$ cat config.mk
export PLATFORM = sky130hd
export DESIGN_NAME = pulse_unit_flat
export DESIGN_NICKNAME = d
export VERILOG_FILES = /design/src/source/core_pkg.sv /design/src/source/arith_if.sv /design/src/source/mem_if.sv /design/src/source/pulse_unit.sv /design/src/flat_wrapper.sv
export SDC_FILE = /design/constraint.sdc
export NUM_CORES = 1
export LEC_CHECK = 0
export ABC_AREA = 1
export BUFFER_PORTS_ARGS = -buffer_cell sky130_fd_sc_hd__buf_2
export CAP_MARGIN = 20
export CORE_ASPECT_RATIO = 1.75
export CORE_UTILIZATION = 41
export CTS_CLUSTER_DIAMETER = 200
export DETAILED_ROUTE_END_ITERATION = 6
export PLACE_DENSITY = 0.78
export SKIP_CTS_REPAIR_TIMING = 1
export SLEW_MARGIN = 40
export SYNTH_ARGS = -nofsm -noshare
export SYNTH_HDL_FRONTEND = slang
export SYNTH_SLANG_ARGS = --single-unit
export TNS_END_PERCENT = 100
$ cat constraint.sdc
create_clock -name clk -period 1.5 [get_ports clk]
set_input_delay 0.15 -clock clk [delete_from_list [all_inputs] [get_ports clk]]
set_output_delay 0.15 -clock clk [all_outputs]
set_load 0.03 [all_outputs]
$ cat src/source/core_pkg.sv
`default_nettype none

package core_pkg;

    // machine word is sign plus 30-bit magnitude
    localparam int WORD_W    = 31;
    localparam int MAG_W     = 30;
    localparam int ADDR_W    = 12;
    localparam int OP_W      = 6;
    localparam int STATE_W   = 3;
    localparam int MEM_DEPTH = 4096;

    // order codes, anything else is a no-op
    localparam logic [OP_W-1:0] OP_ADD   = 6'o01;
    localparam logic [OP_W-1:0] OP_SUB   = 6'o02;
    localparam logic [OP_W-1:0] OP_AND   = 6'o05;
    localparam logic [OP_W-1:0] OP_STORE = 6'o11;
    localparam logic [OP_W-1:0] OP_JUMP  = 6'o14;
    localparam logic [OP_W-1:0] OP_STOP  = 6'o17;

    // pulse unit sequencer states
    localparam logic [STATE_W-1:0] ST_IDLE    = 3'd0;
    localparam logic [STATE_W-1:0] ST_FETCH   = 3'd1;
    localparam logic [STATE_W-1:0] ST_DECODE  = 3'd2;
    localparam logic [STATE_W-1:0] ST_READ_A  = 3'd3;
    localparam logic [STATE_W-1:0] ST_READ_B  = 3'd4;
    localparam logic [STATE_W-1:0] ST_LOAD_B  = 3'd5;
    localparam logic [STATE_W-1:0] ST_EXECUTE = 3'd6;
    localparam logic [STATE_W-1:0] ST_STORE   = 3'd7;

    typedef struct packed {
        logic             sign;     // 1 = negative
        logic [MAG_W-1:0] mag;
    } number_t;

    typedef struct packed {
        logic              spare;   // top bit, not decoded
        logic [OP_W-1:0]   op;
        logic [ADDR_W-1:0] addr1;
        logic [ADDR_W-1:0] addr2;
    } order_t;

    // same memory word, read as data or as an order
    typedef union packed {
        number_t num;
        order_t  order;
    } word_t;

endpackage

`default_nettype wire

$ cat src/source/arith_if.sv
`timescale 1ns/1ps
`default_nettype none

interface arith_if import core_pkg::*; ();

    word_t           operand;   // memory data passed on by the pulse unit
    logic            load_a;
    logic            load_b;
    logic            operate;
    logic [OP_W-1:0] op;
    word_t           reg_c;

    modport ctrl (
        output operand, load_a, load_b, operate, op,
        input  reg_c
    );

    // arithmetic side
    modport arith (
        input  operand, load_a, load_b, operate, op,
        output reg_c
    );

endinterface

`default_nettype wire

$ cat src/source/mem_if.sv
`timescale 1ns/1ps
`default_nettype none

interface mem_if import core_pkg::*; ();

    logic [ADDR_W-1:0] addr;        // select register
    logic              read;
    logic              write;
    word_t             write_data;
    word_t             read_data;   // valid the cycle after read

    modport ctrl (
        output addr, read, write, write_data,
        input  read_data
    );

    modport mem (
        input  addr, read, write, write_data,
        output read_data
    );

endinterface

`default_nettype wire

$ cat src/source/pulse_unit.sv
`timescale 1ns/1ps
`default_nettype none

module pulse_unit import core_pkg::*; (
    input  logic               clk,
    input  logic               reset,

    input  logic               pnl_start_pulse,
    input  logic               pnl_clear_pu,
    input  logic               pnl_automatic,

    input  logic               pnl_do_arr_strt,
    input  logic [ADDR_W-1:0]  pnl_arr_strt_value,
    input  logic               pnl_do_arr_sel,
    input  logic [ADDR_W-1:0]  pnl_arr_sel_value,

    input  logic               pnl_do_store,

    mem_if.ctrl                mem,
    arith_if.ctrl              alu,

    output logic [OP_W-1:0]    op_code,
    output logic [ADDR_W-1:0]  strt_value,
    output logic [ADDR_W-1:0]  sel_value,
    output logic [STATE_W-1:0] state
);

    logic [ADDR_W-1:0] strt;        // program counter
    logic [ADDR_W-1:0] sel;         // memory address
    word_t             ir;
    word_t             fetched;
    logic              arith_order;
    logic [ADDR_W-1:0] next_strt;

    // order straight from memory, valid in ST_DECODE
    assign fetched     = mem.read_data;
    assign arith_order = (fetched.order.op == OP_ADD) ||
                         (fetched.order.op == OP_SUB) ||
                         (fetched.order.op == OP_AND);

    // jump replaces the increment
    assign next_strt = (fetched.order.op == OP_JUMP) ? fetched.order.addr2
                                                     : strt + ADDR_W'(1);

    always_ff @(posedge clk) begin
        if (reset) begin
            state <= ST_IDLE;
            strt  <= '0;
            sel   <= '0;
            ir    <= '0;
        end else if (pnl_clear_pu) begin
            state <= ST_IDLE;
        end else begin
            case (state)
                ST_IDLE: begin
                    // panel arranges only while stopped
                    if (pnl_do_arr_strt) begin
                        strt <= pnl_arr_strt_value;
                    end
                    if (pnl_do_arr_sel) begin
                        sel <= pnl_arr_sel_value;
                    end
                    if (pnl_start_pulse) begin
                        sel   <= strt;
                        state <= ST_FETCH;
                    end
                end

                ST_FETCH: begin
                    state <= ST_DECODE;
                end

                ST_DECODE: begin
                    ir   <= fetched;
                    strt <= next_strt;
                    if (arith_order) begin
                        sel   <= fetched.order.addr1;
                        state <= ST_READ_A;
                    end else if (fetched.order.op == OP_STORE) begin
                        sel   <= fetched.order.addr2;
                        state <= ST_STORE;
                    end else if (fetched.order.op == OP_STOP) begin
                        state <= ST_IDLE;
                    end else if (pnl_automatic) begin
                        sel   <= next_strt;     // jump target or next order
                        state <= ST_FETCH;
                    end else begin
                        state <= ST_IDLE;
                    end
                end

                ST_READ_A: begin
                    sel   <= ir.order.addr2;
                    state <= ST_READ_B;
                end

                ST_READ_B: begin
                    state <= ST_LOAD_B;         // A word arrives now
                end

                ST_LOAD_B: begin
                    state <= ST_EXECUTE;
                end

                ST_EXECUTE, ST_STORE: begin
                    if (pnl_automatic) begin
                        sel   <= strt;
                        state <= ST_FETCH;
                    end else begin
                        state <= ST_IDLE;
                    end
                end

                default: begin
                    state <= ST_IDLE;
                end
            endcase
        end
    end

    // memory strobes
    assign mem.addr       = sel;
    assign mem.read       = (state == ST_FETCH) ||
                            (state == ST_READ_A) ||
                            (state == ST_READ_B);
    assign mem.write      = (state == ST_STORE) ||
                            ((state == ST_IDLE) && pnl_do_store);
    assign mem.write_data = alu.reg_c;

    // arithmetic strobes, one cycle each
    assign alu.operand = mem.read_data;
    assign alu.load_a  = (state == ST_READ_B);
    assign alu.load_b  = (state == ST_LOAD_B);
    assign alu.operate = (state == ST_EXECUTE);
    assign alu.op      = ir.order.op;

    assign op_code    = ir.order.op;
    assign strt_value = strt;
    assign sel_value  = sel;

endmodule

`default_nettype wire

$ cat src/flat_wrapper.sv
// flat-port wrapper written by rule: the top's interface ports become plain ports
module pulse_unit_flat import core_pkg::*;
  (clk, reset, pnl_start_pulse, pnl_clear_pu, pnl_automatic, pnl_do_arr_strt, pnl_arr_strt_value, pnl_do_arr_sel, pnl_arr_sel_value, pnl_do_store, op_code, strt_value, sel_value, state, mem_addr, mem_read, mem_write, mem_write_data, mem_read_data, alu_operand, alu_load_a, alu_load_b, alu_operate, alu_op, alu_reg_c);
  mem_if mem_i ();
  arith_if alu_i ();
  input  logic clk;
  input  logic reset;
  input  logic pnl_start_pulse;
  input  logic pnl_clear_pu;
  input  logic pnl_automatic;
  input  logic pnl_do_arr_strt;
  input  logic [ADDR_W-1:0] pnl_arr_strt_value;
  input  logic pnl_do_arr_sel;
  input  logic [ADDR_W-1:0] pnl_arr_sel_value;
  input  logic pnl_do_store;
  output logic [OP_W-1:0] op_code;
  output logic [ADDR_W-1:0] strt_value;
  output logic [ADDR_W-1:0] sel_value;
  output logic [STATE_W-1:0] state;
  output wire logic [$bits(mem_i.addr)-1:0] mem_addr;
  output wire logic [$bits(mem_i.read)-1:0] mem_read;
  output wire logic [$bits(mem_i.write)-1:0] mem_write;
  output wire logic [$bits(mem_i.write_data)-1:0] mem_write_data;
  input wire logic [$bits(mem_i.read_data)-1:0] mem_read_data;
  output wire logic [$bits(alu_i.operand)-1:0] alu_operand;
  output wire logic [$bits(alu_i.load_a)-1:0] alu_load_a;
  output wire logic [$bits(alu_i.load_b)-1:0] alu_load_b;
  output wire logic [$bits(alu_i.operate)-1:0] alu_operate;
  output wire logic [$bits(alu_i.op)-1:0] alu_op;
  input wire logic [$bits(alu_i.reg_c)-1:0] alu_reg_c;
  assign mem_addr = mem_i.addr;
  assign mem_read = mem_i.read;
  assign mem_write = mem_i.write;
  assign mem_write_data = mem_i.write_data;
  assign mem_i.read_data = mem_read_data;
  assign alu_operand = alu_i.operand;
  assign alu_load_a = alu_i.load_a;
  assign alu_load_b = alu_i.load_b;
  assign alu_operate = alu_i.operate;
  assign alu_op = alu_i.op;
  assign alu_i.reg_c = alu_reg_c;
  pulse_unit u_core (.clk(clk), .reset(reset), .pnl_start_pulse(pnl_start_pulse), .pnl_clear_pu(pnl_clear_pu), .pnl_automatic(pnl_automatic), .pnl_do_arr_strt(pnl_do_arr_strt), .pnl_arr_strt_value(pnl_arr_strt_value), .pnl_do_arr_sel(pnl_do_arr_sel), .pnl_arr_sel_value(pnl_arr_sel_value), .pnl_do_store(pnl_do_store), .mem(mem_i), .alu(alu_i), .op_code(op_code), .strt_value(strt_value), .sel_value(sel_value), .state(state));
endmodule
==> results.ini <==
[run_status]
status=finished, violations left
violations=setup timing

[synth]
synthArstFlopShare_pct=0
yosysUniqueCellTypes=41
synth_edf_count=0
ys.flop_type=dfxtp_1
ys_seq_elements=45
avgSynthCellArea_sq_um=6.58
netlist_area_sq_mm=0.00373
yosysSeqAreaShare_pct=24.2
synth_warnings=0
syn_inst=567
synth_nets=662

[flow_run]
cap_violations=0

[detailed_routing]
drc=0
initialDrtViolationCount=323
wl_per_cell_um=15.7
routed_wl_um=12600
ant_nets=0
via_count=4176
drt-pass1-iter-count=5
vias_per_cell=5.21

[clock_tree]
cts_tree=done
root_buffer=clkbuf_16
clock_path_buffers=2
path_clk_slew_ps=70
clock_latency_ps=290
cts_sinks=45
cts_buffers=5
h-tree-depth=2

[finish]
syn_to_final_growth_pct=27.7
final_cells=801
mostFrequentLayoutCell=buf_2
nets=778
antenna_cells=0
fill_cells=818
final_util_pct=54.5
layout_common_cells=buf_2, nand2_1, buf_4
layout-drive-gt1-share_pct=44.0

[floorplan]
dieArea_sq_mm=0.00949
die_x_um=74.1
io_pins=212
core-area_sq_mm=0.00873
rows=45
fp.dieH_um=128
start_util_pct=42.7

[sta]
fin_skew_ps=7.34
period_needed_ps=1540
post-route-period-util_pct=103
max_slew.worst_pin.slew_ps=460
relSlewSlack_pct=69.3
hold_viol=0
slew_viol_final=0
worst_slack_ps=-42.9
rsz0062_at_grt=true
fmax_ghz=0.648
whs_ps=143
setup_viol=5

[global_route]
grt_max_degree=26
grt_pass1_wl_um=18700
antenna_found_initial=0
first_global_vias=3789
track_usage_pct=26.2
grt-ovfl-total=0

[power_and_ir_drop]
p_leak_nw=2.33
p_per_area_mw_per_mm2=744
ir_drop_v=0.000478
finalPower_mw=3.54

[worst_setup_path]
reg2reg_setup_slack_ps=-10
crit_type=reg -> out
cp-end-kind=primary output
arrival_ps=1390
start_kind=flop
crit_path_max_fanout=10
cp.required_ps=1350

[place]
hpwl_um=10000
dp.cells=785
gp_congestion=0.983
io_buffers=147

[hold_path]
min_path_type=in -> reg

-- worst paths after layout --
kind / start / endpoint / cells after the start
worst max-delay path: u_core.state[2]$_SDFFE_PP0P_ / mem_read / 5
worst min-delay path: pnl_arr_strt_value[7] / u_core.strt_value[7]$_SDFFE_PP0P_ / 3
worst max register to register: u_core.state[2]$_SDFFE_PP0P_ / u_core.mem.addr[10]$_SDFFE_PP0P_ / 9
worst min register to register: u_core.ir[1]$_SDFFE_PP0P_ / u_core.ir[1]$_SDFFE_PP0P_ / 2
-- critical path, cell delays in order (launching register included) --
cell      delay (ps)
dfxtp_4          410
buf_4            220
nand2_2          120
nor2_4           130
nor3_4            40
clkbuf_4         170
-- metal layers --
layer | track usage (%) | routed length [um]
met5 | 0 | 0
met1 | 27.1 | 4410
met2 | 48.0 | 6510
met3 | 1.81 | 729
met4 | 18.1 | 932
-- registers in the layout (all words and copies together) (netlist names) --
signal             cells
u_core.state           3
u_core.ir             18
u_core.strt_value     12
u_core.mem.addr       12
-- report_power, final --
part	switching [mW]	internal, mW	leakage [nW]	total [mW]
clock	0.467	0.665	0.0712	1.13
sequential	0.0563	1.25	0.373	1.31
combinational	0.713	0.387	1.89	1.10
total	1.24	2.31	2.33	3.54
-- per-stage QoR --
step | worst slack, ps | instance area, sq um | TNS [ps]
6_report | -42.9 | 4760 | -85.2
5_1_grt | -89.1 | 4760 | -758
4_1_cts | -99.2 | 4540 | -489
3_5_place_dp | -93.5 | 4390 | -280
3_3_place_gp | -55.3 | 4390 | -95.8
2_1_floorplan | 5.11 | 3780 | 0
-- Yosys cell counts (2+ instances only) --
master | number | area, sq um
nand4_1 | 7 | 43.8
nor2_8 | 3 | 60.1
nor2_2 | 3 | 18.8
o211ai_1 | 6 | 45.0
nand2_1 | 116 | 435
a21oi_2 | 5 | 43.8
nor2_1 | 45 | 169
o21ai_1 | 8 | 40.0
o22ai_1 | 2 | 12.5
nand2_2 | 3 | 18.8
inv_1 | 42 | 158
xor2_1 | 2 | 17.5
buf_2 | 8 | 40.0
dfxtp_1 | 45 | 901
nand3_1 | 40 | 200
o221ai_1 | 2 | 17.5
nor2_4 | 2 | 22.5
o21ai_2 | 5 | 43.8
a21oi_1 | 70 | 350
nand3_2 | 3 | 30.0
clkbuf_1 | 8 | 30.0
inv_2 | 4 | 15.0
nand3b_1 | 2 | 15.0
nor3_1 | 2 | 10.0
buf_4 | 90 | 676
o21ai_0 | 29 | 145
-- area by class of cell --
class	count	area [sq um]	share of cell area [%]
repair buffers	218	1320	27.8
clock buffers	8	146	3.08
flip-flops and latches	45	927	19.5
multi-input cells	365	2020	42.4
inverters	48	201	4.23
well taps	117	146	3.08
-- cells by family after synthesis --
| kind of cell | share of synthesized area, % |
|---|---|
| flip-flops | 24.2 |
| AND/OR/NAND/NOR | 29.4 |
| adder cells (fa/ha/maj) | 0.336 |
| buffers and inverters | 26.0 |
| AO/OA/AOI/OAI | 19.4 |
| XOR/XNOR | 0.705 |
Power figures use the tool's default switching activity.
