<file path="src/source/core_pkg.sv">
`default_nettype none

package core_pkg;

    // machine word is sign plus 30-bit magnitude
    localparam int WORD_W    = 31;
    localparam int MAG_W     = 30;
    localparam int ADDR_W    = 12;
    localparam int OP_W      = 6;
    localparam int STATE_W   = 3;
    localparam int MEM_DEPTH = 4096;

    // order codes, anything else is a no-op
    localparam logic [OP_W-1:0] OP_ADD   = 6'o01;
    localparam logic [OP_W-1:0] OP_SUB   = 6'o02;
    localparam logic [OP_W-1:0] OP_AND   = 6'o05;
    localparam logic [OP_W-1:0] OP_STORE = 6'o11;
    localparam logic [OP_W-1:0] OP_JUMP  = 6'o14;
    localparam logic [OP_W-1:0] OP_STOP  = 6'o17;

    // pulse unit sequencer states
    localparam logic [STATE_W-1:0] ST_IDLE    = 3'd0;
    localparam logic [STATE_W-1:0] ST_FETCH   = 3'd1;
    localparam logic [STATE_W-1:0] ST_DECODE  = 3'd2;
    localparam logic [STATE_W-1:0] ST_READ_A  = 3'd3;
    localparam logic [STATE_W-1:0] ST_READ_B  = 3'd4;
    localparam logic [STATE_W-1:0] ST_LOAD_B  = 3'd5;
    localparam logic [STATE_W-1:0] ST_EXECUTE = 3'd6;
    localparam logic [STATE_W-1:0] ST_STORE   = 3'd7;

    typedef struct packed {
        logic             sign;     // 1 = negative
        logic [MAG_W-1:0] mag;
    } number_t;

    typedef struct packed {
        logic              spare;   // top bit, not decoded
        logic [OP_W-1:0]   op;
        logic [ADDR_W-1:0] addr1;
        logic [ADDR_W-1:0] addr2;
    } order_t;

    // same memory word, read as data or as an order
    typedef union packed {
        number_t num;
        order_t  order;
    } word_t;

endpackage

`default_nettype wire

</file>
<file path="src/source/arith_if.sv">
`timescale 1ns/1ps
`default_nettype none

interface arith_if import core_pkg::*; ();

    word_t           operand;   // memory data passed on by the pulse unit
    logic            load_a;
    logic            load_b;
    logic            operate;
    logic [OP_W-1:0] op;
    word_t           reg_c;

    modport ctrl (
        output operand, load_a, load_b, operate, op,
        input  reg_c
    );

    // arithmetic side
    modport arith (
        input  operand, load_a, load_b, operate, op,
        output reg_c
    );

endinterface

`default_nettype wire

</file>
<file path="src/source/arith_unit.sv">
`timescale 1ns/1ps
`default_nettype none

module arith_unit import core_pkg::*; (
    input  logic   clk,
    input  logic   reset,
    input  logic   pnl_do_arr_c,
    input  word_t  pnl_arr_reg_c_value,
    arith_if.arith alu
);

    word_t            reg_a;
    word_t            reg_b;
    word_t            reg_c;
    word_t            result;
    logic             b_sign;       // B sign after subtract inversion
    logic             a_larger;
    logic [MAG_W-1:0] mag_sum;

    assign b_sign   = (alu.op == OP_SUB) ? ~reg_b.num.sign : reg_b.num.sign;
    assign a_larger = (reg_a.num.mag >= reg_b.num.mag);
    assign mag_sum  = reg_a.num.mag + reg_b.num.mag;   // wraps mod 2^30

    always_comb begin
        case (alu.op)
            OP_ADD, OP_SUB: begin
                if (reg_a.num.sign == b_sign) begin
                    result.num.sign = reg_a.num.sign;
                    result.num.mag  = mag_sum;
                end else if (a_larger) begin
                    result.num.sign = reg_a.num.sign;
                    result.num.mag  = reg_a.num.mag - reg_b.num.mag;
                end else begin
                    result.num.sign = b_sign;
                    result.num.mag  = reg_b.num.mag - reg_a.num.mag;
                end
            end

            OP_AND: begin
                result.num.sign = reg_a.num.sign & reg_b.num.sign;
                result.num.mag  = reg_a.num.mag & reg_b.num.mag;
            end

            default: begin
                result = reg_c;
            end
        endcase

        // no negative zero
        if (result.num.mag == '0) begin
            result.num.sign = 1'b0;
        end
    end

    // operand registers
    always_ff @(posedge clk) begin
        if (alu.load_a) begin
            reg_a <= alu.operand;
        end
        if (alu.load_b) begin
            reg_b <= alu.operand;
        end
    end

    always_ff @(posedge clk) begin
        if (reset) begin
            reg_c <= '0;
        end else if (pnl_do_arr_c) begin
            reg_c <= pnl_arr_reg_c_value;   // panel wins over operate
        end else if (alu.operate) begin
            reg_c <= result;
        end
    end

    assign alu.reg_c = reg_c;

endmodule

`default_nettype wire

</file>
<file path="src/flat_wrapper.sv">
// flat-port wrapper written by rule: the top's interface ports become plain ports
module arith_unit_flat import core_pkg::*;
  (clk, reset, pnl_do_arr_c, pnl_arr_reg_c_value, alu_operand, alu_load_a, alu_load_b, alu_operate, alu_op, alu_reg_c);
  arith_if alu_i ();
  input  logic clk;
  input  logic reset;
  input  logic pnl_do_arr_c;
  input  word_t pnl_arr_reg_c_value;
  input wire logic [$bits(alu_i.operand)-1:0] alu_operand;
  input wire logic [$bits(alu_i.load_a)-1:0] alu_load_a;
  input wire logic [$bits(alu_i.load_b)-1:0] alu_load_b;
  input wire logic [$bits(alu_i.operate)-1:0] alu_operate;
  input wire logic [$bits(alu_i.op)-1:0] alu_op;
  output wire logic [$bits(alu_i.reg_c)-1:0] alu_reg_c;
  assign alu_i.operand = alu_operand;
  assign alu_i.load_a = alu_load_a;
  assign alu_i.load_b = alu_load_b;
  assign alu_i.operate = alu_operate;
  assign alu_i.op = alu_op;
  assign alu_reg_c = alu_i.reg_c;
  arith_unit u_core (.clk(clk), .reset(reset), .pnl_do_arr_c(pnl_do_arr_c), .pnl_arr_reg_c_value(pnl_arr_reg_c_value), .alu(alu_i));
endmodule
</file>
<file path="config.mk">
export PLATFORM = sky130hd
export DESIGN_NAME = arith_unit_flat
export DESIGN_NICKNAME = d
export VERILOG_FILES = /design/src/source/core_pkg.sv /design/src/source/arith_if.sv /design/src/source/arith_unit.sv /design/src/flat_wrapper.sv
export SDC_FILE = /design/constraint.sdc
export NUM_CORES = 1
export LEC_CHECK = 0
export BUFFER_PORTS_ARGS = -buffer_cell sky130_fd_sc_hd__buf_2
export CAP_MARGIN = 0
export CORE_MARGIN = 2
export CORE_UTILIZATION = 45
export DETAILED_ROUTE_END_ITERATION = 6
export GPL_TIMING_DRIVEN = 1
export PLACE_DENSITY = 0.69
export SLEW_MARGIN = 0
export SYNTH_ARGS = -nofsm -noshare
export SYNTH_HDL_FRONTEND = slang
export SYNTH_SLANG_ARGS = --single-unit
</file>
<file path="constraint.sdc">
create_clock -name clk -period 5.79 [get_ports clk]
set_input_delay 0.2895 -clock clk [delete_from_list [all_inputs] [get_ports clk]]
set_output_delay 0.2895 -clock clk [all_outputs]
set_load 0.03 [all_outputs]
</file>
==> flow_metrics.env <==
export IMPL_powerDensity_nw_per_um2=256.8
export IMPL_syn_cell_area_sq_um=8977
export IMPL_dp_cells=1396
export IMPL_grt_ovfl_total=0
export IMPL_tns_ns=0
export IMPL_wirelength_microns=31480
export IMPL_arrival_ns=5.34
export IMPL_rr_endpoint="u_core.alu.reg_c[30]$_SDFFE_PP0P_"
export IMPL_wl_per_cell_microns=22.30
export IMPL_grt_pass1_wl_microns=48550
export IMPL_critPathSlowestCell="and3_1"
export IMPL_hold_end="u_core.reg_a[22]$_DFFE_PP_"
export IMPL_internal_power_w=0.001465
export IMPL_path_buf_inv=1
export IMPL_worstReg2RegStart="u_core.reg_b[17]$_DFFE_PP_"
export IMPL_ant_nets=0
export IMPL_p_leak_nw=4.242
export IMPL_clock_latency_ns=0.37
export IMPL_io_buffers=104
export IMPL_rsz0062_at_grt="no"
export IMPL_grt_pass1_vias=8281
export IMPL_antenna_found_initial=0
export IMPL_yosys_warnings=0
export IMPL_tightest_slew_ns=1.051
export IMPL_first_pass_iters=6
export IMPL_clock_sinks=93
export IMPL_coreArea_sq_um=19530
export IMPL_critPathKind="reg2reg"
export IMPL_comb_power_share_pct=44.8
export IMPL_rrSetupSlack_ns=0.69
export IMPL_max_cap_violations=0
export IMPL_worstHoldPathType="in2reg"
export IMPL_swShare_pct=42.27
export IMPL_final_setup_skew_ns=0.01326
export IMPL_fmax_mhz=196.1
export IMPL_syn_area_per_cell_sq_um=8.244
export IMPL_io_pins=105
export IMPL_synth_top_area_share_pct=20.74
export IMPL_place_congestion=1.004
export IMPL_fin_crit_ns=5.099
export IMPL_synthMuxAreaShare_pct=0.6829
export IMPL_hp_start="alu_operand[22]"
export IMPL_cts_tree="built"
export IMPL_start_util_pct=45.98
export IMPL_h_tree_depth=3
export IMPL_crit_chain="inv_1 -> ha_1 -> a21oi_1 -> o21ai_0 -> a22oi_1 -> and3_1 -> a221oi_2 -> a311o_1 -> xnor2_1 -> a222oi_1 -> nand4_1 -> or4_1 -> nor4_1 -> a31oi_1"
export IMPL_yosysTopAreaCell="edfxtp_1"
export IMPL_synthXorXnorAreaFrac_pct=2.815
export IMPL_r2r_cells=14
export IMPL_clkPwrFrac_pct=23.3
export IMPL_async_flop_share_pct=0
export IMPL_relSlewSlack_pct=29.92
export IMPL_synth_cell_types=82
export IMPL_critPathMaxStageDelay_ns=0.89
export IMPL_whs_ns=0.1015
export IMPL_nets=1315
export IMPL_synth_edff_count=62
export IMPL_drt_initial_drc_count=1340
export IMPL_p_sw_w=0.001073
export IMPL_cts_resized=0
export IMPL_vias_per_cell=6.351
export IMPL_cts_buffer_depth=2
export IMPL_cts_root_buffer="clkbuf_16"
export IMPL_drive_gt1_share_pct=13.34
export IMPL_synthAdderAreaFrac_pct=14.05
export IMPL_synthSimpleGateAreaFrac_pct=16.22
export IMPL_dieArea_sq_um=21100
export IMPL_grt_max_degree=59
export IMPL_vdd_ir_drop_max_mv=0.1599
export IMPL_synth_compound_area_share_pct=31.18
export IMPL_multi_input_comb_area_sq_um=5849
export IMPL_row_count=51
export IMPL_syn_nets=1262
export IMPL_power_w=0.002537
export IMPL_grt_use_total_pct=29.53
export IMPL_num_antenna_cells=0
export IMPL_die_x_microns=145.2
export IMPL_min_path_cells=1
export IMPL_seq_area_sq_um=2482
export IMPL_vias=8968
export IMPL_path_depth=14
export IMPL_drc=0
export IMPL_status="finished, final reports clean"
export IMPL_postCtsHoldBufs=0
export IMPL_n_fill_cell=1921
export IMPL_endpoint_kind="flop"
export IMPL_cts_buffers=9
export IMPL_finalCritPeriodShare_pct=88.06
export IMPL_required_ns=6.03
export IMPL_setup_viol=0
export IMPL_synth_top_family_by_area="compound AO/OA/AOI/OAI gates"
export IMPL_slew_violations=0
export IMPL_die_h_microns=145.2
export IMPL_ys_flop_type="edfxtp_1"
export IMPL_cts_setup_buffers=0
export IMPL_cpLargestDelayFamily="simple AND/OR/NAND/NOR gates"
export IMPL_crit_fanout=25
export IMPL_cts_clk_slew_worst_paths_ns=0.08
export IMPL_syn_instance_count=1089
export IMPL_area_delta_synth_final_pct=10.05
export IMPL_finalHoldViolCount=0
export IMPL_synth_yosys_seq_area_share_pct=27.65
export IMPL_final_cells=1412
export IMPL_synth_seq_cells=93
export IMPL_pwr_share_seq_pct=31.9
export IMPL_synthTopCellsByArea="edfxtp_1 21%, ha_1 13%, a21oi_1 7.5%, dfxtp_1 6.9%, nor2_1 4.7%"
export IMPL_cp_start_kind="flop"
export IMPL_hpwl_microns=24500
[Yosys cell counts (24+ instances only)]
library cell / count
nor3_1: 24
xnor2_1: 24
inv_1: 95
clkbuf_1: 39
buf_2: 24
a21o_1: 26
nand2_1: 52
o21ai_0: 38
a21oi_1: 134
nor2_1: 112
dfxtp_1: 31
a211oi_1: 46
ha_1: 96
nand4_1: 28
edfxtp_1: 62
[worst max path at each step]
stage | startpoint | to | slack, ns
floorplan | u_core.reg_a[0]$_DFFE_PP_ | u_core.alu.reg_c[30]$_SDFFE_PP0P_ | 1.73
detailed placement | u_core.reg_b[17]$_DFFE_PP_ | u_core.alu.reg_c[30]$_SDFFE_PP0P_ | 0.89
global placement | u_core.reg_b[17]$_DFFE_PP_ | u_core.alu.reg_c[30]$_SDFFE_PP0P_ | 1.04
finish | u_core.reg_b[17]$_DFFE_PP_ | u_core.alu.reg_c[30]$_SDFFE_PP0P_ | 0.69
CTS | u_core.reg_b[17]$_DFFE_PP_ | u_core.alu.reg_c[30]$_SDFFE_PP0P_ | 0.85
global route | u_core.reg_b[17]$_DFFE_PP_ | u_core.alu.reg_c[30]$_SDFFE_PP0P_ | 0.47
[layer usage]
metal	vias to the layer above	part of all wire, %	GRT usage [%]
met5	-	0.10	1.905
met4	2	2.3	8.137
met3	53	9.6	5.692
met2	481	40	41.42
met1	4238	48	45.43
li1	4194	-	-
[worst reg2reg max path, stage by stage, from the launching register on]
cell      delay (ns)
edfxtp_1        0.38
inv_1           0.06
ha_1            0.49
a21oi_1         0.33
o21ai_0         0.27
a22oi_1         0.24
and3_1          0.89
a221oi_2        0.16
a311o_1         0.37
xnor2_1         0.18
a222oi_1        0.45
nand4_1         0.13
or4_1           0.60
nor4_1          0.33
a31oi_1         0.11
[cell families (layout without fill, tap and decap cells)]
family / Yosys count / count (layout)
muxes: 6 / 6
AOI/OAI and AO/OA: 402 / 402
buffers and inverters: 164 / 222
adders and majority gates: 99 / 99
and+or+nand+nor: 297 / 297
DFF: 93 / 93
xor gates and xnor gates: 28 / 28
[metrics by stage]
| step | instance area (sq um) | utilization [%] | worst slack, ns |
|---|---|---|---|
| finish | 9879 | 50.60 | 0.6913 |
| global route | 9879 | 50.60 | 0.4726 |
| CTS | 9879 | 50.60 | 0.8518 |
| detailed placement | 9593 | 49.13 | 0.8947 |
| global placement | 9593 | 49.13 | 1.039 |
| floorplan | 8977 | - | 1.727 |
[layout by cell type (no fill, tap or decap), types with 5 or more instances in the layout]
master | synthesis | layout
a211oi_1 | 46 | 46
o21ai_0 | 38 | 38
nor2_1 | 112 | 112
a21o_1 | 26 | 26
mux2i_1 | 5 | 5
buf_4 | 3 | 7
nand2b_1 | 9 | 9
o31ai_1 | 12 | 12
inv_1 | 95 | 95
o21bai_1 | 20 | 20
ha_1 | 96 | 96
a22oi_1 | 5 | 5
nand4_1 | 28 | 28
xnor2_1 | 24 | 24
a2111oi_0 | 5 | 5
nor3_1 | 24 | 24
nor4_1 | 11 | 11
or3_1 | 5 | 5
clkbuf_16 | 0 | 9
a31oi_1 | 9 | 9
nand3_1 | 14 | 14
and3_1 | 14 | 14
edfxtp_1 | 62 | 62
a222oi_1 | 17 | 17
buf_2 | 24 | 104
dfxtp_1 | 31 | 31
o211ai_1 | 11 | 11
a21oi_1 | 134 | 134
a221oi_1 | 11 | 11
nand2_1 | 52 | 52
nor2b_1 | 9 | 9
[layout make-up]
| type | count | share of cell area (%) |
|---|---|---|
| multi-input cells | 832 | 59.21 |
| flip-flops and latches | 93 | 25.13 |
| clock buffers | 12 | 2.596 |
| clock inverters | 4 | 0.3040 |
| well taps | 265 | 3.356 |
| repair buffers | 111 | 5.800 |
| inverters | 95 | 3.609 |
[power by group through the flow]
stage	Sequential [W]	Combinational, W	Clock (W)
detailed placement	0.000824	0.00109	0
global placement	0.000820	0.00110	0
finish	0.000809	0.00114	0.000592
floorplan	0.000840	0.000745	0
CTS	0.000809	0.00110	0.000605
global route	0.000817	0.00122	0.000624
[registers in the layout (all words and copies together) (netlist names)]
name / cells
u_core.reg_a: 31
u_core.alu.reg_c: 31
u_core.reg_b: 31
Power figures use the tool's default switching activity.
